[config.mk]
export PLATFORM = sky130hd
export DESIGN_NAME = decodeStage
export DESIGN_NICKNAME = d
export VERILOG_FILES = /design/src/design/cpuPkg.sv /design/src/design/idControl.sv /design/src/design/regFile.sv /design/src/design/immExtender.sv /design/src/design/operandForward.sv /design/src/design/branchResolve.sv /design/src/design/idExLatch.sv /design/src/design/decodeStage.sv
export VERILOG_INCLUDE_DIRS = /design/src /design/src/design
export SDC_FILE = /design/constraint.sdc
export NUM_CORES = 1
export LEC_CHECK = 0
export ABC_AREA = 1
export BUFFER_PORTS_ARGS = -buffer_cell sky130_fd_sc_hd__buf_2
export CORE_MARGIN = 5
export CORE_UTILIZATION = 40
export CTS_BUF_LIST = sky130_fd_sc_hd__clkbuf_2
export DETAILED_ROUTE_END_ITERATION = 8
export GPL_TIMING_DRIVEN = 0
export PLACE_DENSITY = 0.65
export SETUP_SLACK_MARGIN = 0.5
export SLEW_MARGIN = 30
export SYNTH_ARGS = -nofsm -noshare
export SYNTH_HDL_FRONTEND = slang
export SYNTH_SLANG_ARGS = --single-unit
[constraint.sdc]
create_clock -name clk -period 2.8 [get_ports clk]
set_clock_uncertainty 0.1 [all_clocks]
set_input_delay 0 -clock clk [delete_from_list [all_inputs] [get_ports clk]]
set_output_delay 0 -clock clk [all_outputs]
set_load 0.01 [all_outputs]
[src/design/cpuCfg.svh]
`ifndef CPU_CFG_SVH
`define CPU_CFG_SVH

// data word width, also the instruction width.
`define CPU_DATA_WIDTH 16

// general registers, R0 reads as zero.
`define CPU_REG_COUNT 8
`define CPU_REG_BITS 3

// raw immediate field in bits 7..0.
`define CPU_IMM_BITS 8

`endif

[src/design/cpuPkg.sv]
`default_nettype none

`include "cpuCfg.svh"

package cpuPkg;

    typedef logic [`CPU_DATA_WIDTH-1:0] word_t;
    typedef logic [`CPU_DATA_WIDTH-1:0] instr_t;
    typedef logic [`CPU_REG_BITS-1:0] regIdx_t;

    // opcode lives in instruction bits 15..12.
    typedef enum logic [3:0] {
        OP_ALU  = 4'h0,
        OP_ADDI = 4'h1,
        OP_LW   = 4'h2,
        OP_SW   = 4'h3,
        OP_BEQ  = 4'h4,
        OP_BLT  = 4'h5,
        OP_JMP  = 4'h6,
        OP_JAL  = 4'h7,
        OP_LUI  = 4'h8,
        OP_NOP  = 4'hf
    } opcode_t;

    typedef struct packed {
        logic src1Zero;  // srcA forced to R0.
        logic src2Rt;    // srcB from rt, else rd.
        logic linkDst;   // destination is R7.
        logic extSigned;
        logic extHigh;   // immediate goes to the high byte.
        logic regWrite;
        logic isBranch;
        logic isJump;
    } ctrl_t;

    typedef enum logic [1:0] {
        FWD_REG = 2'd0,
        FWD_EX  = 2'd1,
        FWD_MEM = 2'd2,
        FWD_WB  = 2'd3
    } fwdSrc_t;

    // result bus coming back from a later stage.
    typedef struct packed {
        logic    write;
        regIdx_t dest;
        word_t   value;
    } stageResult_t;

    typedef struct packed {
        ctrl_t   ctrl;
        opcode_t opcode;
        regIdx_t destReg;
        regIdx_t srcA;
        regIdx_t srcB;
        word_t   opA;
        word_t   opB;
        word_t   imm;
        word_t   branchTarget;
        word_t   jumpTarget;
        word_t   returnAddr;
        logic    gt;
        logic    lt;
        logic    eq;
    } idEx_t;

endpackage

`default_nettype wire

[src/design/idControl.sv]
`default_nettype none
`timescale 1ns/100ps

`include "cpuCfg.svh"

module idControl (
    input  cpuPkg::instr_t  instruction,
    output cpuPkg::ctrl_t   ctrl,
    output cpuPkg::opcode_t opcode,
    output cpuPkg::regIdx_t srcA,
    output cpuPkg::regIdx_t srcB,
    output cpuPkg::regIdx_t destReg
);

    always_comb begin
        ctrl   = '0;               // unknown codes fall through as a NOP.
        opcode = cpuPkg::OP_NOP;
        case (instruction[15:12])
            cpuPkg::OP_ALU: begin
                opcode        = cpuPkg::OP_ALU;
                ctrl.src2Rt   = 1'b1;
                ctrl.regWrite = 1'b1;
            end
            cpuPkg::OP_ADDI, cpuPkg::OP_LW: begin
                opcode         = cpuPkg::opcode_t'(instruction[15:12]);
                ctrl.extSigned = 1'b1;
                ctrl.regWrite  = 1'b1;
            end
            cpuPkg::OP_SW: begin
                opcode         = cpuPkg::OP_SW;
                ctrl.extSigned = 1'b1;  // store data comes from the rd field.
            end
            cpuPkg::OP_BEQ, cpuPkg::OP_BLT: begin
                opcode         = cpuPkg::opcode_t'(instruction[15:12]);
                ctrl.extSigned = 1'b1;
                ctrl.isBranch  = 1'b1;
            end
            cpuPkg::OP_JMP: begin
                opcode      = cpuPkg::OP_JMP;
                ctrl.isJump = 1'b1;
            end
            cpuPkg::OP_JAL: begin
                opcode        = cpuPkg::OP_JAL;
                ctrl.isJump   = 1'b1;
                ctrl.linkDst  = 1'b1;
                ctrl.regWrite = 1'b1;
            end
            cpuPkg::OP_LUI: begin
                opcode        = cpuPkg::OP_LUI;
                ctrl.src1Zero = 1'b1;  // R0 + imm<<8.
                ctrl.extHigh  = 1'b1;
                ctrl.regWrite = 1'b1;
            end
            default: ;
        endcase
    end

    // register index selection.
    assign srcA    = ctrl.src1Zero ? '0 : instruction[8:6];
    assign srcB    = ctrl.src2Rt ? instruction[5:3] : instruction[11:9];
    assign destReg = ctrl.linkDst ? cpuPkg::regIdx_t'(`CPU_REG_COUNT - 1) : instruction[11:9];

    always_comb begin
        assert final (!(ctrl.isBranch && ctrl.isJump))
            else $error("decode raised branch and jump together");
    end

endmodule

`default_nettype wire

[src/design/regFile.sv]
`default_nettype none
`timescale 1ns/100ps

`include "cpuCfg.svh"

module regFile (
    input  wire                  clk,
    input  wire                  reset,
    input  cpuPkg::stageResult_t wbResult,
    input  cpuPkg::regIdx_t      srcA,
    input  cpuPkg::regIdx_t      srcB,
    output cpuPkg::word_t        busA,
    output cpuPkg::word_t        busB
);

    cpuPkg::word_t regs [`CPU_REG_COUNT];

    always_ff @(posedge clk) begin
        if (reset) begin
            for (int i = 0; i < `CPU_REG_COUNT; i++) begin
                regs[i] <= '0;
            end
        end else if (wbResult.write && (wbResult.dest != '0)) begin
            regs[wbResult.dest] <= wbResult.value;  // R0 never written.
        end
    end

    // asynchronous reads; same-cycle writes are covered by WB forwarding.
    assign busA = regs[srcA];
    assign busB = regs[srcB];

    // R0 stays zero across any history of writes.
    assert property (@(posedge clk) disable iff (reset) (srcA == '0) |-> (busA == '0))
        else $error("R0 read nonzero on port A");
    assert property (@(posedge clk) disable iff (reset) (srcB == '0) |-> (busB == '0))
        else $error("R0 read nonzero on port B");

endmodule

`default_nettype wire

[src/design/immExtender.sv]
`default_nettype none
`timescale 1ns/100ps

`include "cpuCfg.svh"

module immExtender (
    input  cpuPkg::instr_t instruction,
    input  cpuPkg::ctrl_t  ctrl,
    output cpuPkg::word_t  imm
);

    localparam int FillBits = `CPU_DATA_WIDTH - `CPU_IMM_BITS;

    logic [`CPU_IMM_BITS-1:0] rawImm;

    assign rawImm = instruction[`CPU_IMM_BITS-1:0];

    always_comb begin
        if (ctrl.extHigh) begin
            imm = {rawImm, {FillBits{1'b0}}};  // LUI form.
        end else if (ctrl.extSigned) begin
            imm = {{FillBits{rawImm[`CPU_IMM_BITS-1]}}, rawImm};
        end else begin
            imm = {{FillBits{1'b0}}, rawImm};
        end
    end

endmodule

`default_nettype wire

[src/design/operandForward.sv]
`default_nettype none
`timescale 1ns/100ps

module operandForward (
    input  cpuPkg::regIdx_t      srcA,
    input  cpuPkg::regIdx_t      srcB,
    input  cpuPkg::word_t        busA,
    input  cpuPkg::word_t        busB,
    input  cpuPkg::stageResult_t exResult,
    input  cpuPkg::stageResult_t memResult,
    input  cpuPkg::stageResult_t wbResult,
    output cpuPkg::word_t        opA,
    output cpuPkg::word_t        opB
);

    cpuPkg::fwdSrc_t selA;
    cpuPkg::fwdSrc_t selB;

    // youngest result wins: EX, then MEM, then WB.
    function automatic cpuPkg::fwdSrc_t pickSrc(input cpuPkg::regIdx_t src,
                                                input cpuPkg::stageResult_t ex,
                                                input cpuPkg::stageResult_t mem,
                                                input cpuPkg::stageResult_t wb);
        if (src == '0) return cpuPkg::FWD_REG;
        if (ex.write && ex.dest == src) return cpuPkg::FWD_EX;
        if (mem.write && mem.dest == src) return cpuPkg::FWD_MEM;
        if (wb.write && wb.dest == src) return cpuPkg::FWD_WB;
        return cpuPkg::FWD_REG;
    endfunction

    function automatic cpuPkg::word_t muxSrc(input cpuPkg::fwdSrc_t sel,
                                             input cpuPkg::word_t bus,
                                             input cpuPkg::word_t exVal,
                                             input cpuPkg::word_t memVal,
                                             input cpuPkg::word_t wbVal);
        case (sel)
            cpuPkg::FWD_EX:  return exVal;
            cpuPkg::FWD_MEM: return memVal;
            cpuPkg::FWD_WB:  return wbVal;
            default:         return bus;
        endcase
    endfunction

    assign selA = pickSrc(srcA, exResult, memResult, wbResult);
    assign selB = pickSrc(srcB, exResult, memResult, wbResult);

    assign opA = muxSrc(selA, busA, exResult.value, memResult.value, wbResult.value);
    assign opB = muxSrc(selB, busB, exResult.value, memResult.value, wbResult.value);

    always_comb begin
        assert final ((srcA != '0 || selA == cpuPkg::FWD_REG) &&
                      (srcB != '0 || selB == cpuPkg::FWD_REG))
            else $error("R0 operand was forwarded from a later stage");
    end

endmodule

`default_nettype wire

[src/design/branchResolve.sv]
`default_nettype none
`timescale 1ns/100ps

module branchResolve (
    input  cpuPkg::word_t  opA,
    input  cpuPkg::word_t  opB,
    input  cpuPkg::word_t  imm,
    input  cpuPkg::word_t  npc,
    input  cpuPkg::instr_t instruction,
    output cpuPkg::word_t  branchTarget,
    output cpuPkg::word_t  jumpTarget,
    output cpuPkg::word_t  returnAddr,
    output logic           gt,
    output logic           lt,
    output logic           eq
);

    // signed compare of the forwarded operands.
    assign gt = $signed(opA) > $signed(opB);
    assign lt = $signed(opA) < $signed(opB);
    assign eq = (opA == opB);

    assign branchTarget = npc + imm;                        // pc-relative.
    assign jumpTarget   = {npc[15:12], instruction[11:0]};  // region jump.

    // JAL links the fall-through address into R7.
    assign returnAddr = npc;

endmodule

`default_nettype wire

[src/design/idExLatch.sv]
`default_nettype none
`timescale 1ns/100ps

module idExLatch (
    input  wire           clk,
    input  wire           reset,
    input  wire           stall,
    input  wire           flush,
    input  cpuPkg::idEx_t next,
    output cpuPkg::idEx_t idEx
);

    cpuPkg::idEx_t bubble;

    // bubble is an all-zero bundle tagged as NOP.
    always_comb begin
        bubble        = '0;
        bubble.opcode = cpuPkg::OP_NOP;
    end

    always_ff @(posedge clk) begin
        if (reset || flush) begin
            idEx <= bubble;  // flush beats stall.
        end else if (!stall) begin
            idEx <= next;
        end
    end

    assert property (@(posedge clk) disable iff (reset) flush |=> !idEx.ctrl.regWrite)
        else $error("flushed slot still writes a register");

endmodule

`default_nettype wire

[src/design/decodeStage.sv]
`default_nettype none
`timescale 1ns/100ps

module decodeStage (
    input  wire                  clk,
    input  wire                  reset,
    input  cpuPkg::instr_t       instruction,
    input  cpuPkg::word_t        npc,
    input  wire                  stall,
    input  wire                  flush,
    input  cpuPkg::stageResult_t exResult,
    input  cpuPkg::stageResult_t memResult,
    input  cpuPkg::stageResult_t wbResult,
    output cpuPkg::idEx_t        idEx
);

    cpuPkg::ctrl_t   ctrl;
    cpuPkg::opcode_t opcode;
    cpuPkg::regIdx_t srcA;
    cpuPkg::regIdx_t srcB;
    cpuPkg::regIdx_t destReg;
    cpuPkg::word_t   busA;
    cpuPkg::word_t   busB;
    cpuPkg::word_t   imm;
    cpuPkg::word_t   opA;
    cpuPkg::word_t   opB;
    cpuPkg::word_t   branchTarget;
    cpuPkg::word_t   jumpTarget;
    cpuPkg::word_t   returnAddr;
    logic            gt;
    logic            lt;
    logic            eq;
    cpuPkg::idEx_t   nextIdEx;

    idControl i_idControl (
        .instruction(instruction),
        .ctrl       (ctrl),
        .opcode     (opcode),
        .srcA       (srcA),
        .srcB       (srcB),
        .destReg    (destReg)
    );

    regFile i_regFile (
        .clk     (clk),
        .reset   (reset),
        .wbResult(wbResult),  // write-back drives the write port.
        .srcA    (srcA),
        .srcB    (srcB),
        .busA    (busA),
        .busB    (busB)
    );

    immExtender i_immExtender (
        .instruction(instruction),
        .ctrl       (ctrl),
        .imm        (imm)
    );

    operandForward i_operandForward (
        .srcA     (srcA),
        .srcB     (srcB),
        .busA     (busA),
        .busB     (busB),
        .exResult (exResult),
        .memResult(memResult),
        .wbResult (wbResult),
        .opA      (opA),
        .opB      (opB)
    );

    branchResolve i_branchResolve (
        .opA         (opA),
        .opB         (opB),
        .imm         (imm),
        .npc         (npc),
        .instruction (instruction),
        .branchTarget(branchTarget),
        .jumpTarget  (jumpTarget),
        .returnAddr  (returnAddr),
        .gt          (gt),
        .lt          (lt),
        .eq          (eq)
    );

    // bundle for the ID/EX register.
    assign nextIdEx = '{ctrl: ctrl, opcode: opcode, destReg: destReg,
                        srcA: srcA, srcB: srcB, opA: opA, opB: opB, imm: imm,
                        branchTarget: branchTarget, jumpTarget: jumpTarget,
                        returnAddr: returnAddr, gt: gt, lt: lt, eq: eq};

    idExLatch i_idExLatch (
        .clk  (clk),
        .reset(reset),
        .stall(stall),
        .flush(flush),
        .next (nextIdEx),
        .idEx (idEx)
    );

endmodule

`default_nettype wire

==> metrics.txt <==
unrepaired setup endpoints after global routing true; area grow syn2layout 41.2%; CP Buf/Inv Count 5; layout cells sized above 1 slightly above 20%; Peak supply drop roughly 0.00030 V; Netlist Area Pre-Place roughly 14000 sq um; Site Rows 68; crit path time final ~2.7 ns; pwr/cell area 485 nW/um^2; clk root buf clkbuf_2; DRC 0; post-synthesis compound-gate area fraction 9.76%; core area ~34000 sq um; slowest CP cell buf_2; LEAKAGE 9.44 nW; Hold Vio Cnt, Final 0; Final Core Density 56.8%; multi-input combinational cell area 6940 sq um; Primary FF master, synth edfxtp_1; Setup TNS Final 0 ns; vias in the first global route 15693; status completed; clock latency on the worst-skew pair approximately 0.96 ns; mux cell area share after synthesis 0%; post-synthesis sequential area ratio 44.2%; CP top delay family simple AND/OR/NAND/NOR gates; Crit path top cell by count nand2_1; GP Congestion slightly below 1; Starting Density approximately two fifths; hpwl dp 43100 um; Netlist cell types 47; Reg clk slew, reported paths 0.09 ns; Async SR Flop Fraction 0%; IO Port Bufs 213; most frequent cells in the layout 505 x nand2_1, 267 x nor2_1, 260 x dlygate4sd3_1; GRT overflow 0; fill count 3182; clk sinks 241; DIE AREA 38400 sq um; critical path class in2reg; FF/Latch Area 6110 sq um; via count 16316; initial antenna violation count 2; Arr. time, crit path approximately 3.5 ns; Ys Warns 0; origin of the critical flop-to-flop path i_regFile.regs[6][3]$_SDFFCE_PN0P_; Hold Startpoint reset; Clock H-tree levels 3; total track usage 30.7%; Worst-Margin Slew 0.881 ns; die height 196 um; drt pass-1 iters 6; Starting DRT DRC Count 1899; max incr delay on CP approximately 0.37 ns; commonest non-fill, non-tap cell in the layout nand2_1; syn avg cell area roughly 7.3 sq um; Period Utilization, post-route 96.4%; CTS tree yes; IO Count between 200 and 250; # setup viols final 0; CP cell instances buf_2, inv_2, nor2_2, nand2_4, nand2_2, buf_2, buf_2, nand3_1, nand3_1, nand2_1, nand3_2, nand4_1, ha_1, nand2_1, inv_1, a21boi_2, o221ai_2, nand2_1, nand2_2, xnor2_2, nand2_1, a21oi_2; Routed WL 61600 um; CP Data Required Time between 3 and 4 ns; Setup crit end kind flop; Bufs on Longest Clock Path 3; Num CTS Buffers 68; Syn Inst Count 1897; first-pass GRT wire length 91700 um; vias per std cell 5.45; largest family of logic cells by synthesized area simple AND/OR/NAND/NOR gates; Post-synth EDFFs around 130; die width 196 um; Critical Path Fanout Max 10; Final nets 2625; max cap viols 0; Seq cells post-synth 241; xor/xnor share of the synthesized area less than 1%; fin. max-slew vios 0; startpoint types input pin; worst hold path class in2reg; wire per inst 20.6 um; Critical Path Source instruction[15]; Post-Synth Simple-Gate Area 33.9%; antenna viol nets, final 0; largest net degree at the start of global routing 17; Fmax achieved 0.370 GHz; Slew HR about two fifths; post-synthesis adder-cell area fraction 2.95%
-- synthesized netlist by cell type, types with 2 or more instances --
master	count	area (sq um)
o21ai_0	106	531
xor2_1	4	35.0
buf_2	18	90.1
nand2_1	521	1960
a21boi_0	2	15.0
nand3_1	218	1090
clkinv_1	3	11.3
nor2_4	2	22.5
a31oi_1	6	37.5
nand4_1	32	200
nand2_4	6	67.6
o211ai_1	21	158
buf_6	8	90.1
nand3b_1	15	113
nor3_1	2	10.0
buf_4	17	128
dfxtp_1	113	2260
ha_1	31	388
o21bai_1	2	15.0
inv_1	149	559
nand3_2	4	40.0
nand3_4	2	35.0
a21oi_1	94	470
buf_1	13	48.8
inv_2	6	22.5
nor2_1	274	1030
edfxtp_1	128	3840
nor2_2	4	25.0
xnor2_1	4	35.0
nand3b_2	2	22.5
o21ai_1	7	35.0
o221ai_1	6	52.6
nand2_2	9	56.3
clkbuf_1	55	206
-- state kept, by name, summed over array words and instances, names as in the netlist --
name,count
i_idExLatch.idEx,113
i_regFile.regs,128
-- what timing repair did --
item | CTS | global route
endpoints found under the setup margin | 3 | 127
hold buffers | 266 | 3
endpoints found under the hold margin | 241 | 28
pin swaps | 14 | 36
buffers inserted | 21 | 14
gates cloned | 0 | 1
gates resized for setup | 27 | 95
-- report_power, final --
part	switching [mW]	internal [mW]
clock network	1.58	1.01
logic	1.68	1.17
registers	0.118	3.92
-- worst register-to-register path, stage by stage (launching register included) --
cell      delay, ns
edfxtp_1       0.48
nand2_1        0.10
nand3_1        0.06
nand2_1        0.08
nand2_1        0.06
nand2_2        0.12
nand3b_1       0.17
nand3_2        0.13
buf_6          0.13
buf_6          0.10
buf_6          0.10
buf_6          0.10
buf_6          0.10
buf_6          0.11
buf_6          0.11
buf_6          0.10
buf_6          0.10
buf_6          0.10
buf_6          0.11
nor2_4         0.08
nor2_1         0.05
-- final timing paths --
| path | endpoint | slack [ns] | cells past startpoint |
|---|---|---|---|
| setup / recovery | i_idExLatch.idEx[2]$_SDFFE_PP0N_ | 0.10 | 22 |
| hold / removal | i_idExLatch.idEx[66]$_SDFFE_PP0N_ | 0.06 | 7 |
| setup reg to reg | i_idExLatch.idEx[70]$_SDFFE_PP0N_ | 0.12 | 20 |
| hold reg to reg | i_idExLatch.idEx[2]$_SDFFE_PP0N_ | 0.38 | 2 |
-- cells by family (layout without fill, tap and decap cells) --
kind of cell               Yosys count  after routing
buffers and inverters              273            899
DFF                                241            241
AOI/OAI and AO/OA                  248            248
other                                1             17
adders and majority gates           32             32
and+or+nand+nor                   1094           1095
xor gates and xnor gates             8              8
-- per-layer routing --
layer / GRT usage, % / routed length (um) / vias to the layer above
li1: - / - / 7481
met2: 49.1 / 27800 / 1061
met5: 0 / 12 / -
met4: 14.4 / 3020 / 2
met1: 39.0 / 23500 / 7546
met3: 7.93 / 7270 / 226
-- metrics by stage --
stage          hold WS [ns]  std cells  worst slack (ns)  total power [mW]  area (sq um)
3_5_place_dp          0.186       2580             -1.21              6.17         15600
3_3_place_gp          0.176       2580             -1.19              6.15         15600
5_1_grt              0.0329       2995           -0.0239              9.92         19500
6_report             0.0595       2995             0.100              9.47         19500
4_1_cts            0.000381       2979             0.170              9.21         19100
2_1_floorplan        0.0347       1912             0.126              5.37         14000
-- final cells by class --
| cell class | instances | area share (%) |
|---|---|---|
| antenna | 1 | 0.0128 |
| tap | 455 | 2.92 |
| clock inverter | 16 | 0.487 |
| multi-input combinational | 1399 | 35.6 |
| sequential | 241 | 31.3 |
| buffer | 114 | 3.26 |
| timing repair buffer | 514 | 20.9 |
| clock buffer | 96 | 2.46 |
| inverter | 159 | 3.09 |
(Power assumes the default switching activity.)
